==> src/verilog/snes_pad_pkg.sv <==
/*
 * Shared types for the pad router: console pad struct, decoded link port
 * struct, player slot array, device type codes and raw button indices
 */
`default_nettype none

package snes_pad_pkg;

	// ======================================================================
	// Sizes
	// ======================================================================

	// Player slots, also the number of USB pads
	localparam int NUM_SLOTS = 5;

	// Raw button word width of one link port
	localparam int LLAPI_BUTTON_BITS = 32;

	// ======================================================================
	// Device type codes reported by a link port
	// ======================================================================

	// No device, or an Atari style pad that reports nothing
	localparam logic [7:0] DEV_TYPE_NONE = 8'd0;
	localparam logic [7:0] DEV_TYPE_INVALID = 8'd255;

	// Saturn pads, mapped with shoulder buttons instead of top face row
	localparam logic [7:0] DEV_SATURN_A = 8'd3;
	localparam logic [7:0] DEV_SATURN_B = 8'd8;

	// Raw button indices for the menu combination
	localparam int BTN_DOWN = 26;
	localparam int BTN_START = 5;
	localparam int BTN_FIRST = 0;

	// ======================================================================
	// Pad and port types
	// ======================================================================

	// Console pad layout, MSB first
	typedef struct packed {
		logic start;
		logic select;
		logic rt;
		logic lt;
		logic y;
		logic x;
		logic b;
		logic a;
		logic [3:0] dpad;
	} snes_pad_t;

	// One decoded link port word
	typedef struct packed {
		logic [LLAPI_BUTTON_BITS-1:0] buttons;
		logic [7:0] dev_type;
		logic link_en;
	} llapi_port_t;

	// Slot 0 sits in the low bits
	typedef snes_pad_t [NUM_SLOTS-1:0] pad_slots_t;

endpackage

`default_nettype wire

==> src/verilog/llapi_pad_mapper.sv <==
/*
 * One link port: presence detection with button latch,
 * Saturn or generic layout mapping and menu combination detect
 */
`timescale 1ns/1ps
`default_nettype none

module llapi_pad_mapper
	import snes_pad_pkg::*;
(
	input  logic        clk_sys,
	input  logic        reset,
	input  logic        link_select,
	input  logic        menu_open,
	input  llapi_port_t port,
	output snes_pad_t   pad,
	output logic        present,
	output logic        combo
);

	logic pressed;
	logic any_button;
	logic type_valid;
	logic is_saturn;
	logic link_active;
	logic present_next;
	logic combo_next;
	snes_pad_t pad_next;

	// ======================================================================
	// Presence
	// ======================================================================

	assign any_button = |port.buttons;

	// Types 0 and 255 mean nothing reliable is plugged in
	assign type_valid = (port.dev_type != DEV_TYPE_NONE) &&
		(port.dev_type != DEV_TYPE_INVALID);

	// Menu on screen suspends the link
	assign link_active = port.link_en && link_select && !menu_open;

	assign present_next = link_active && (type_valid || pressed || any_button);

	// Combo works even when the port is absent
	assign combo_next = port.buttons[BTN_DOWN] && port.buttons[BTN_START] &&
		port.buttons[BTN_FIRST];

	// ======================================================================
	// Layout mapping
	// ======================================================================

	assign is_saturn = (port.dev_type == DEV_SATURN_A) ||
		(port.dev_type == DEV_SATURN_B);

	always_comb begin
		// Generic layout
		pad_next.start = port.buttons[5];
		pad_next.select = port.buttons[4];
		pad_next.rt = port.buttons[7];
		pad_next.lt = port.buttons[6];
		pad_next.y = port.buttons[2];
		pad_next.x = port.buttons[3];
		pad_next.b = port.buttons[0];
		pad_next.a = port.buttons[1];
		pad_next.dpad = port.buttons[27:24];

		// Saturn has no select, Z takes its place; L and R as shoulders
		if (is_saturn) begin
			pad_next.select = port.buttons[6];
			pad_next.rt = port.buttons[9] | port.buttons[7];
			pad_next.lt = port.buttons[8];
		end
	end

	// ======================================================================
	// Output registers
	// ======================================================================

	always_ff @(posedge clk_sys) begin
		if (reset) begin
			pressed <= 1'b0;
			present <= 1'b0;
			combo <= 1'b0;
		end else begin
			// Latch stays set until the next reset
			if (any_button)
				pressed <= 1'b1;
			present <= present_next;
			combo <= combo_next;
		end
	end

	always_ff @(posedge clk_sys) begin
		pad <= pad_next;
	end

endmodule

`default_nettype wire

==> src/verilog/player_slot_allocator.sv <==
/*
 * Player slot allocation: link pads take the first slots and the
 * USB pads move up to the next free ones; menu request merge
 */
`timescale 1ns/1ps
`default_nettype none

module player_slot_allocator
	import snes_pad_pkg::*;
(
	input  logic       clk_sys,
	input  logic       reset,
	input  snes_pad_t  pad_a,
	input  snes_pad_t  pad_b,
	input  logic       present_a,
	input  logic       present_b,
	input  logic       combo_a,
	input  logic       combo_b,
	input  pad_slots_t usb_pads,
	output pad_slots_t slots,
	output logic       menu_request
);

	pad_slots_t usb_dly;
	pad_slots_t slots_next;
	logic [1:0] shift;

	// ======================================================================
	// USB alignment
	// ======================================================================

	// Matches the one cycle spent in the port mappers
	always_ff @(posedge clk_sys) begin
		usb_dly <= usb_pads;
	end

	// ======================================================================
	// Slot order
	// ======================================================================

	// Number of slots taken by link pads
	assign shift = {1'b0, present_a} + {1'b0, present_b};

	always_comb begin
		// Slot 0 is port A, or the first USB pad
		if (present_a)
			slots_next[0] = pad_a;
		else
			slots_next[0] = usb_dly[0];

		// Slot 1 is port B, else the next USB pad not yet used
		if (present_b)
			slots_next[1] = pad_b;
		else if (present_a)
			slots_next[1] = usb_dly[0];
		else
			slots_next[1] = usb_dly[1];

		// Remaining slots get USB pads pushed up by the link count
		for (int i = 2; i < NUM_SLOTS; i++) begin
			slots_next[i] = usb_dly[i - shift];
		end
	end

	// ======================================================================
	// Output registers
	// ======================================================================

	always_ff @(posedge clk_sys) begin
		if (reset) begin
			slots <= '0;
			menu_request <= 1'b0;
		end else begin
			slots <= slots_next;
			// Either port can bring up the menu
			menu_request <= combo_a | combo_b;
		end
	end

endmodule

`default_nettype wire

==> src/verilog/snes_pad_router.sv <==
/*
 * Controller input top level: two link port mappers side by side
 * feeding the player slot allocator
 */
`timescale 1ns/1ps
`default_nettype none

module snes_pad_router
	import snes_pad_pkg::*;
(
	input  logic        clk_sys,
	input  logic        reset,
	input  logic        link_select,
	input  logic        menu_open,
	input  llapi_port_t port_a,
	input  llapi_port_t port_b,
	input  pad_slots_t  usb_pads,
	output pad_slots_t  slots,
	output logic        menu_request
);

	snes_pad_t pad_a;
	snes_pad_t pad_b;
	logic present_a;
	logic present_b;
	logic combo_a;
	logic combo_b;

	// ======================================================================
	// Link ports, one cycle each
	// ======================================================================

	llapi_pad_mapper mapper_a (
		.clk_sys     (clk_sys),
		.reset       (reset),
		.link_select (link_select),
		.menu_open   (menu_open),
		.port        (port_a),
		.pad         (pad_a),
		.present     (present_a),
		.combo       (combo_a)
	);

	llapi_pad_mapper mapper_b (
		.clk_sys     (clk_sys),
		.reset       (reset),
		.link_select (link_select),
		.menu_open   (menu_open),
		.port        (port_b),
		.pad         (pad_b),
		.present     (present_b),
		.combo       (combo_b)
	);

	// Second pipeline stage
	player_slot_allocator allocator (
		.clk_sys      (clk_sys),
		.reset        (reset),
		.pad_a        (pad_a),
		.pad_b        (pad_b),
		.present_a    (present_a),
		.present_b    (present_b),
		.combo_a      (combo_a),
		.combo_b      (combo_b),
		.usb_pads     (usb_pads),
		.slots        (slots),
		.menu_request (menu_request)
	);

endmodule

`default_nettype wire

==> config.mk <==
export PLATFORM = sky130hd
export DESIGN_NAME = snes_pad_router
export DESIGN_NICKNAME = d
export VERILOG_FILES = /design/src/verilog/snes_pad_pkg.sv /design/src/verilog/llapi_pad_mapper.sv /design/src/verilog/player_slot_allocator.sv /design/src/verilog/snes_pad_router.sv
export SDC_FILE = /design/constraint.sdc
export NUM_CORES = 1
export LEC_CHECK = 0
export ABC_AREA = 1
export BUFFER_PORTS_ARGS = -buffer_cell sky130_fd_sc_hd__buf_2
export CAP_MARGIN = 20
export CORE_MARGIN = 4
export CORE_UTILIZATION = 47
export CTS_CLUSTER_SIZE = 16
export DETAILED_ROUTE_END_ITERATION = 10
export PLACE_DENSITY = 0.77
export SYNTH_ARGS = -nofsm -noshare
export SYNTH_HDL_FRONTEND = slang
export SYNTH_HIERARCHICAL = 1
export SYNTH_SLANG_ARGS = --single-unit
==> constraint.sdc <==
create_clock -name clk_sys -period 2.5 [get_ports clk_sys]
set_input_delay 0.5 -clock clk_sys [delete_from_list [all_inputs] [get_ports clk_sys]]
set_output_delay 0.5 -clock clk_sys [all_outputs]
set_load 0.1 [all_outputs]
==> key figures, run 1 <==
STA
  • Fmax: 0.447 GHz
  • Post-layout min period: approximately 2200 ps
  • Tcrit/Tclk final: between 80% and 90%
  • Clk_skew: 10.9 ps
  • Final Setup Violations: 0
  • RSZ-0062 raised after global routing: false
  • Actual slew at the worst max-slew pin: 531 ps
  • Final Hold Fails: 0
  • Final TNS setup: 0 ps
  • Worst slew margin: 64.8%
  • Count of pins over their slew limit: 0

Floorplan
  • Die Y: 115 um
  • Initial core utilization: 48.7%
  • Core Rows: 38
  • Ports: 207
  • Core ar.: 0.0110 mm2
  • DIE AREA: 0.0132 mm2
  • Die width: roughly 110 um

Final layout
  • Final Cell Area: between 0.007 and 0.008 mm2
  • Fill count: 960
  • Final nets: between 1000 and 1500
  • Seq. cell area: 0.00302 mm2
  • Multi-input gate area: 0.00200 mm2
  • Synthesis-to-layout area growth: 33.6%
  • Layout cells sized above 1: 29.8%

Power and ir drop
  • Clock group share of total power: 44.9%
  • Comb power frac: 15.6%
  • Power Density: between 900 and 1000 mW/mm2
  • Final Total Pwr: 6.62 mW
  • Worst VDD drop: 0.803 mV
  • Leakage: approximately 3.6 nW
  • Sw Pwr: 1.81 mW
  • Sw frac: 27.4%
  • Internal: 4.81 mW
  • Reg power frac: between 30 and 40%

Clock network
  • CTS tree: yes
  • Clk sinks: approximately 150
  • Post-CTS Setup Bufs: 0
  • CTS buffer count: 17
  • Post-cts gate resize count: 0
  • # hold bufs at CTS: 0
  • Root buffer cell: clkbuf_16
  • Clock-pin slew on the worst setup and hold paths: 60 ps
  • H-tree levels: 4
  • Clk_lat worst skew: approximately 420 ps
  • Clock Tree Buf Depth: 2

Global routing
  • Largest net degree at the start of global routing: 50
  • GR Overflow Total: 0
  • Initial antenna violation count: 2
  • Gr usage total: 22.6%
  • Number of global-route vias before repair: 4780
  • Global-route wire length before repair: 22900 um

Logic synthesis
  • Avg Inst Size Synth: 7.88 um2
  • Cell Area, Synth: 0.00537 mm2
  • Post-synthesis async set-or-reset flop share: 0%
  • Yosys cell types: 22
  • Yosys Warn Count: 6
  • Seq/Total Area, Yosys: 56.3%
  • Seq cells post-synth: 151
  • Post-Syn Nets: 831
  • EDFF count, synth: 0
  • Synth Flop Type: dfxtp_1
  • Post-Syn Instances: 682

Critical path
  • WP data arrival: 2550 ps
  • Top fanout value on the critical path: 42
  • WP data required: about 2800 ps
  • Worst setup SP type: flip-flop
  • RR Startpoint: mapper_b/present$_SDFF_PP0_
  • Worst setup path class: flip-flop to flip-flop
  • Slowest cell on crit path: ha_2
  • CP Cell Sequence: inv_1, ha_2, buf_4, buf_4, nand2_1, nand2_1, nor2_1, nor3_1
  • Slowest stage delay, CP: between 400 and 500 ps
  • Critical Path Start: mapper_b/present$_SDFF_PP0_
  • Critical Path End Type: flip-flop

Placed design
  • Gpl congestion: 0.871
  • Area post-placement: 0.00648 mm2
  • Dpl hpwl: 11100 um
  • I/O Buffers: roughly 210

Min path
  • Hold_sp: usb_pads[26]
  • Worst Hold Class: primary input to flip-flop

Routing
  • Routed via count: around 5000
  • WL final: ~15000 um
  • Residual DRC: 0
  • Drt wl/cell: between 10 and 15 um
  • Remaining antenna violation count: 0
  • Via-to-Cell Ratio: 4.89
  • Drt first-iter violations: 421
  • DRT Pass-1 Iters: 5

Flow run
  • MaxCap Viol Count: 0

Run status
  • Status: finished clean
==> path summary, 6_finish.rpt <==
path	to	slack (ps)	cells after the start
worst max-delay path	allocator/slots[29]$_SDFF_PP0_	260	8
worst min-delay path	allocator/usb_dly[26]$_DFF_P_	180	1
worst max register to register	allocator/slots[29]$_SDFF_PP0_	260	8
worst min register to register	allocator/slots[52]$_SDFF_PP0_	450	2
==> power groups by stage <==
| stage | logic [mW] | registers [mW] | clock network, mW |
|---|---|---|---|
| floorplan | 0.252 | 3.17 | 0 |
| global placement | 1.02 | 2.67 | 0 |
| detailed placement | 1.03 | 2.67 | 0 |
| CTS | 1.03 | 2.62 | 2.99 |
| global route | 1.10 | 2.63 | 3.10 |
| finish | 1.03 | 2.62 | 2.97 |
==> cell usage after synthesis (6+ instances only) <==
cell type | instances | area, um2
nand3_1 | 40 | 200
buf_2 | 13 | 65.1
nor2_1 | 127 | 477
dfxtp_1 | 151 | 3020
inv_2 | 9 | 33.8
o211ai_1 | 12 | 90.1
nor3_1 | 12 | 60.1
inv_1 | 38 | 143
buf_4 | 6 | 45.0
nand2_1 | 149 | 559
o21ai_0 | 49 | 245
clkbuf_1 | 11 | 41.3
a21oi_1 | 44 | 220
==> logic make-up after synthesis <==
family	share of synthesized area [%]
buf+inv	6.52
compound gates	11.2
fa+ha+maj	0.699
simple gates	25.4
flops	56.3
==> layout make-up <==
cell class                      count  share of cell area (%)
Inverter                           47                    2.46
Tap cell                          140                    2.44
Clock inverter                     12                    3.45
Multi-Input combinational cell    452                    27.9
Clock buffer                       19                    6.31
Antenna cell                        2                  0.0697
Timing Repair Buffer              215                    15.3
Sequential cell                   151                    42.1
==> metal layers <==
layer | routed length, um | part of all wire (%) | global-route usage [%]
met1 | 6200 | 42 | 27.7
met2 | 7210 | 48 | 38.2
met4 | 288 | 1.9 | 7.75
met5 | 0 | 0 | 0
met3 | 1240 | 8.3 | 6.42
==> stage by stage <==
step / setup WS, ps / instances / utilization (%) / hold slack, ps
2_1_floorplan: 696 / 682 / - / 411
3_3_place_gp: 400 / 1005 / 58.7 / 437
3_5_place_dp: 333 / 1005 / 58.7 / 441
4_1_cts: 299 / 1036 / 65.1 / 166
5_1_grt: 44.2 / 1038 / 65.1 / 161
6_report: 265 / 1038 / 65.1 / 178
==> critical path: cells and delay by family (launching register included) <==
| kind | cells | cell delay (ps) |
|---|---|---|
| buf+inv | 3 | 900 |
| simple gates | 4 | 500 |
| fa+ha+maj | 1 | 410 |
| flops | 1 | 320 |
==> state kept, by name, summed over array words and instances, names as in the netlist <==
register,flops
mapper_a/pad,12
mapper_b/combo,1
mapper_a/pressed,1
allocator/menu_request,1
mapper_b/pressed,1
allocator/slots,60
allocator/usb_dly,60
mapper_a/present,1
mapper_a/combo,1
mapper_b/pad,12
mapper_b/present,1
==> layout by cell type, fill, tap and decap left out <==
| master | netlist | routed |
|---|---|---|
| a21boi_0 | 1 | 1 |
| a21oi_1 | 44 | 44 |
| and2_2 | 2 | 2 |
| buf_2 | 13 | 206 |
| buf_4 | 6 | 9 |
| bufinv_16 | 0 | 7 |
| clkbuf_16 | 0 | 17 |
| clkbuf_8 | 0 | 2 |
| clkinv_2 | 0 | 1 |
| clkinv_4 | 0 | 2 |
| clkinvlp_4 | 0 | 2 |
| dfxtp_1 | 151 | 151 |
| diode_2 | 0 | 2 |
| ha_1 | 3 | 2 |
| ha_2 | 0 | 1 |
| inv_1 | 38 | 38 |
| inv_2 | 9 | 9 |
| nand2_1 | 149 | 149 |
| nand2_2 | 2 | 2 |
| nand3_1 | 40 | 40 |
| nand3_2 | 2 | 2 |
| nor2_1 | 127 | 127 |
| nor2_2 | 3 | 3 |
| nor3_1 | 12 | 12 |
| o211ai_1 | 12 | 12 |
| o21ai_0 | 49 | 49 |
| o21ai_1 | 4 | 4 |
| o21ai_2 | 2 | 2 |
No activity file was read; power rests on OpenSTA's default activity.
==> run 2, diff against run 1 <==
--- a/config.mk
+++ b/config.mk
@@ -8,10 +8,12 @@
 export ABC_AREA = 1
 export BUFFER_PORTS_ARGS = -buffer_cell sky130_fd_sc_hd__buf_2
 export CAP_MARGIN = 20
+export CORE_ASPECT_RATIO = 0.7
 export CORE_MARGIN = 4
 export CORE_UTILIZATION = 47
 export CTS_CLUSTER_SIZE = 16
 export DETAILED_ROUTE_END_ITERATION = 10
+export MAX_ROUTING_LAYER = met4
 export PLACE_DENSITY = 0.77
 export SYNTH_ARGS = -nofsm -noshare
 export SYNTH_HDL_FRONTEND = slang
==> key figures, run 2 (same netlist as run 1, synthesis figures left out) <==
STA
  • Tcrit/Tclk final: 85.8%
  • Count of pins over their slew limit: 0
  • Setup ws final: 356 ps
  • Hold WS: 190 ps
  • Worst slew margin: 66.4%
  • Final TNS setup: 0 ps
  • Post-layout min period: 2140 ps
  • Clk_skew: about 8.6 ps
  • RSZ-0062 raised after global routing: false
  • Final Setup Violations: 0
  • Actual slew at the worst max-slew pin: 507 ps
  • Final Hold Fails: 0
  • Fmax: 0.466 GHz

Global routing
  • Number of global-route vias before repair: approximately 4700
  • Gr usage total: between 20% and 30%
  • Global-route wire length before repair: ~23000 um
  • Initial antenna violation count: 0
  • GR Overflow Total: 0
  • Largest net degree at the start of global routing: 50

Final layout
  • Fill count: between 900 and 1000
  • Fin util: 64.0%
  • Synthesis-to-layout area growth: 32.1%
  • Top flop regs: allocator/slots (60), allocator/usb_dly (60)
  • Layout cells sized above 1: 29.4%
  • Commonest non-fill, non-tap cell in the layout: buf_2
  • Final Cell Area: slightly above 0.007 mm2
  • Diode count: 0
  • Commonest cells after routing, fill and taps aside: buf_2 (206), dfxtp_1 (151), nand2_1 (149), nor2_1 (127), o21ai_0 (49)
  • Final nets: ~1000
  • Final std cells w/o fill: 1048

Critical path
  • WP data required: 2810 ps
  • Top fanout value on the critical path: 34
  • Worst setup SP type: flip-flop
  • Worst setup path class: flip-flop to flip-flop
  • Critical Path End Type: flip-flop
  • WP data arrival: 2450 ps
  • Worst reg-to-reg setup slack: about 360 ps

Floorplan
  • Core Rows: 32
  • Core ar.: about 0.011 mm2
  • Die width: between 100 and 150 um
  • Ports: 207
  • Initial core utilization: 48.5%
  • Die Y: 97.5 um
  • DIE AREA: 0.0132 mm2

Placed design
  • Dpl hpwl: roughly 11000 um
  • I/O Buffers: 206
  • Placed instance count: 1018
  • Gpl congestion: 0.869
  • Area post-placement: 0.00650 mm2
  • Place WS: 241 ps

Power and ir drop
  • Power Density: slightly below 900 mW/mm2
  • Worst VDD drop: 0.534 mV
  • Leakage: between 3 and 4 nW
  • Final Total Pwr: approximately 6.2 mW

Routing
  • Remaining antenna violation count: 0
  • Drt wl/cell: 13.8 um
  • Residual DRC: 0
  • Routed via count: 4999
  • WL final: 14500 um
  • Via-to-Cell Ratio: 4.77
  • Drt first-iter violations: 308
  • DRT Pass-1 Iters: 4

Clock network
  • Root buffer cell: clkbuf_16
  • H-tree levels: 4
  • Clock-pin slew on the worst setup and hold paths: around 60 ps
  • Clk_lat worst skew: ~410 ps
  • Clock Tree Buf Depth: 2
  • CTS tree: yes
  • # hold bufs at CTS: 0
  • CTS buffer count: 17
  • Clk sinks: 151

Run status
  • Status: finished clean

Min path
  • Worst Hold Class: primary input to flip-flop

Flow run
  • MaxCap Viol Count: 0
-- run 2: changes by cell type in the layout (fill, tap and decap cells not counted) --
| cell | delta |
|---|---|
| bufinv_16 | -4 |
| inv_6 | +1 |
| nor2_2 | -1 |
| buf_12 | +1 |
| clkinv_4 | -1 |
| diode_2 | -2 |
| buf_4 | -1 |
| nor2_4 | +1 |
| clkbuf_1 | +3 |
| clkinv_2 | +2 |
| clkinvlp_4 | -2 |
-- run 2: worst paths after layout --
path                            startpoint                             end  depth (start not counted)
max            mapper_b/present$_SDFF_PP0_  allocator/slots[27]$_SDFF_PP0_                          8
min                           usb_pads[13]   allocator/usb_dly[13]$_DFF_P_                          1
max reg2reg    mapper_b/present$_SDFF_PP0_  allocator/slots[27]$_SDFF_PP0_                          8
min reg2reg  allocator/usb_dly[58]$_DFF_P_  allocator/slots[58]$_SDFF_PP0_                          2
-- run 2: area by class of cell --
type | instances | area (um2) | area share (%)
Clock buffer | 22 | 464 | 6.54
Clock inverter | 8 | 123 | 1.73
Inverter | 47 | 176 | 2.49
Multi-Input combinational cell | 452 | 2010 | 28.3
Sequential cell | 151 | 3020 | 42.6
Tap cell | 153 | 191 | 2.70
Timing Repair Buffer | 215 | 1110 | 15.7
-- run 2: metal layers --
layer | wire length [um] | share of wire [%] | up-vias | GRT usage [%]
met5 | 0 | 0 | - | -
met4 | 191 | 1.3 | 0 | 7.67
met3 | 1260 | 8.7 | 18 | 5.28
met2 | 6570 | 45 | 205 | 33.9
met1 | 6470 | 45 | 2200 | 29.7
li1 | - | - | 2576 | -
-- run 2: worst max-delay path, stage by stage, from the launching register on --
cell	delay [ps]
dfxtp_1	310
inv_1	320
ha_2	520
inv_1	100
buf_4	310
nand2_1	130
nand2_1	80
nor2_1	40
nor3_1	230
-- run 2: where the power goes --
part	switching (mW)	internal (mW)
clock network	0.919	1.61
registers	0.0591	2.56
logic	0.799	0.233
-- run 2: repair_timing --
action | CTS | global route
resized for setup | 0 | 1
buffers inserted | 0 | 0
setup endpoints to repair | 0 | 1
==> run 3, diff against run 2 <==
==> constraint.sdc (replaced) <==
create_clock -name clk_sys -period 2.5 [get_ports clk_sys]
set_input_delay 0.25 -clock clk_sys [delete_from_list [all_inputs] [get_ports clk_sys]]
set_output_delay 0.25 -clock clk_sys [all_outputs]
set_load 0.1 [all_outputs]
==> key figures, run 3 (same netlist as run 1, synthesis figures left out) <==
Clock network
  • CTS tree: yes
  • H-tree levels: 4
  • Clock Tree Buf Depth: 2
  • CTS buffer count: 17
  • Clk_lat worst skew: 410 ps
  • Post-CTS Setup Bufs: 0
  • Root buffer cell: clkbuf_16
  • Clk sinks: 151
  • Clock-pin slew on the worst setup and hold paths: 60 ps

Floorplan
  • Initial core utilization: about half
  • DIE AREA: 0.0132 mm2
  • Die Y: between 90 and 100 um
  • Die width: 136 um
  • Ports: ~210
  • Core Rows: 32
  • Core ar.: between 0.01 and 0.015 mm2

Routing
  • Drt first-iter violations: 345
  • WL final: 16300 um
  • DRT Pass-1 Iters: 5
  • Via-to-Cell Ratio: roughly 4.7
  • Residual DRC: 0
  • Routed via count: around 5300
  • Remaining antenna violation count: 0
  • Drt wl/cell: 14.5 um

STA
  • Hold WS: 24.0 ps
  • Final Hold Fails: 0
  • Final Setup Violations: 0
  • Post-layout min period: 2140 ps
  • Worst slew margin: 66.5%
  • Final TNS setup: 0 ps
  • Actual slew at the worst max-slew pin: 507 ps
  • Clk_skew: 9.53 ps
  • RSZ-0062 raised after global routing: false
  • Setup ws final: 356 ps
  • Count of pins over their slew limit: 0
  • Tcrit/Tclk final: between 80% and 90%
  • Fmax: about 0.47 GHz

Power and ir drop
  • Final Total Pwr: 6.29 mW
  • Clock group share of total power: 40.4%
  • Power Density: 800 mW/mm2
  • Sw frac: 28.8%
  • Sw Pwr: between 1.5 and 2 mW
  • Comb power frac: between 10% and 20%
  • Reg power frac: 41.6%
  • Internal: 4.48 mW
  • Leakage: slightly below 4 nW
  • Worst VDD drop: 0.509 mV

Flow run
  • MaxCap Viol Count: 0

Critical path
  • Worst setup path class: flip-flop to flip-flop
  • Top fanout value on the critical path: 34
  • CP top delay family: buffers and inverters
  • Slowest cell on crit path: ha_2
  • Critical Path End Type: flip-flop
  • Worst setup SP type: flip-flop
  • CP Cell Sequence: inv_1, ha_2, inv_1, buf_4, nand2_1, nand2_1, nor2_1, nor3_1
  • Reg2reg end: allocator/slots[27]$_SDFF_PP0_
  • R2R cell count: 8
  • RR Startpoint: mapper_b/present$_SDFF_PP0_
  • WP data arrival: 2450 ps
  • Slowest stage delay, CP: about 520 ps
  • Buf/Inv on CP: 3
  • Worst reg-to-reg setup slack: 360 ps
  • WP data required: between 2000 and 3000 ps

Final layout
  • Top flop regs: allocator/slots (60), allocator/usb_dly (60)
  • Layout cells sized above 1: 27.1%
  • Synthesis-to-layout area growth: 46.4%
  • Final nets: approximately 1100
  • Commonest cells after routing, fill and taps aside: buf_2 (206), dfxtp_1 (151), nand2_1 (149), nor2_1 (127), dlygate4sd3_1 (77)
  • Commonest non-fill, non-tap cell in the layout: buf_2
  • Fin util: 71.0%

Global routing
  • Initial antenna violation count: 1
  • GR Overflow Total: 0
  • Largest net degree at the start of global routing: 50
  • Gr usage total: 25.4%
  • Number of global-route vias before repair: roughly 5400
  • Global-route wire length before repair: 25600 um

Min path
  • Hold_sp: port_a[14]
  • Hold Path Sink: mapper_a/pad[11]$_DFF_P_
  • Worst Hold Class: primary input to flip-flop
  • Hold Crit Depth: 1

Run status
  • Status: finished clean

Placed design
  • I/O Buffers: 206
  • Gpl congestion: 0.869
  • Dpl hpwl: between 10000 and 15000 um
  • Place WS: 241 ps
==> run 3: cell types whose count changed in the layout (fill, tap and decap cells not counted) <==
cell	before	now
diode_2	0	1
dlygate4sd3_1	0	77
==> run 3: worst reg2reg max path: stages (launching register included) <==
cell and delay [ps]:
dfxtp_1 310, inv_1 320, ha_2 520, inv_1 100, buf_4 310, nand2_1 140, nand2_1 80, nor2_1 40
nor3_1 230
==> run 3: stage by stage <==
stage               instance area (um2)  std cells
detailed placement                 6500       1018
floorplan                          5370        682
global route                       7870       1126
CTS                                7860       1125
finish                             7870       1126
global placement                   6500       1018
==> run 3: layout make-up <==
type / instances / area (um2)
flip-flops and latches: 151 / 3020
clock inverters: 8 / 123
multi-input cells: 452 / 2010
well taps: 153 / 191
clock buffers: 22 / 464
diodes: 1 / 2.50
inverters: 47 / 176
repair buffers: 292 / 1880
fillers: 848 / 3220
==> run 3: power groups by stage <==
stage / Combinational [mW] / Sequential, mW / Clock [mW]
2_1_floorplan: 0.252 / 3.17 / 0
3_3_place_gp: 1.01 / 2.67 / 0
3_5_place_dp: 1.02 / 2.66 / 0
4_1_cts: 1.12 / 2.62 / 2.56
5_1_grt: 1.21 / 2.63 / 2.67
6_report: 1.13 / 2.62 / 2.54
==> run 3: per-layer routing <==
metal	share of wire, %	up-vias	global-route usage [%]
met3	6.4	30	5.43
met1	43	2372	30.8
li1	-	2734	-
met4	2.1	0	9.22
met2	49	198	41.7
met5	0	-	-
==> run 3: timing repair <==
action,4_1_cts,5_1_grt
setup endpoints to repair,0,1
gates resized for setup,0,1
hold endpoints to repair,77,0
hold buffers,77,0
==> run 3: worst max path at each step <==
stage | slack, ps | depth (start not counted) | start | to
2_1_floorplan | 700 | 10 | mapper_a/present$_SDFF_PP0_ | allocator/slots[59]$_SDFF_PP0_
3_3_place_gp | 380 | 7 | mapper_b/present$_SDFF_PP0_ | allocator/slots[59]$_SDFF_PP0_
3_5_place_dp | 240 | 7 | mapper_b/present$_SDFF_PP0_ | allocator/slots[59]$_SDFF_PP0_
4_1_cts | 220 | 7 | mapper_b/present$_SDFF_PP0_ | allocator/slots[59]$_SDFF_PP0_
5_1_grt | 160 | 7 | mapper_b/present$_SDFF_PP0_ | allocator/slots[59]$_SDFF_PP0_
6_report | 360 | 8 | mapper_b/present$_SDFF_PP0_ | allocator/slots[27]$_SDFF_PP0_
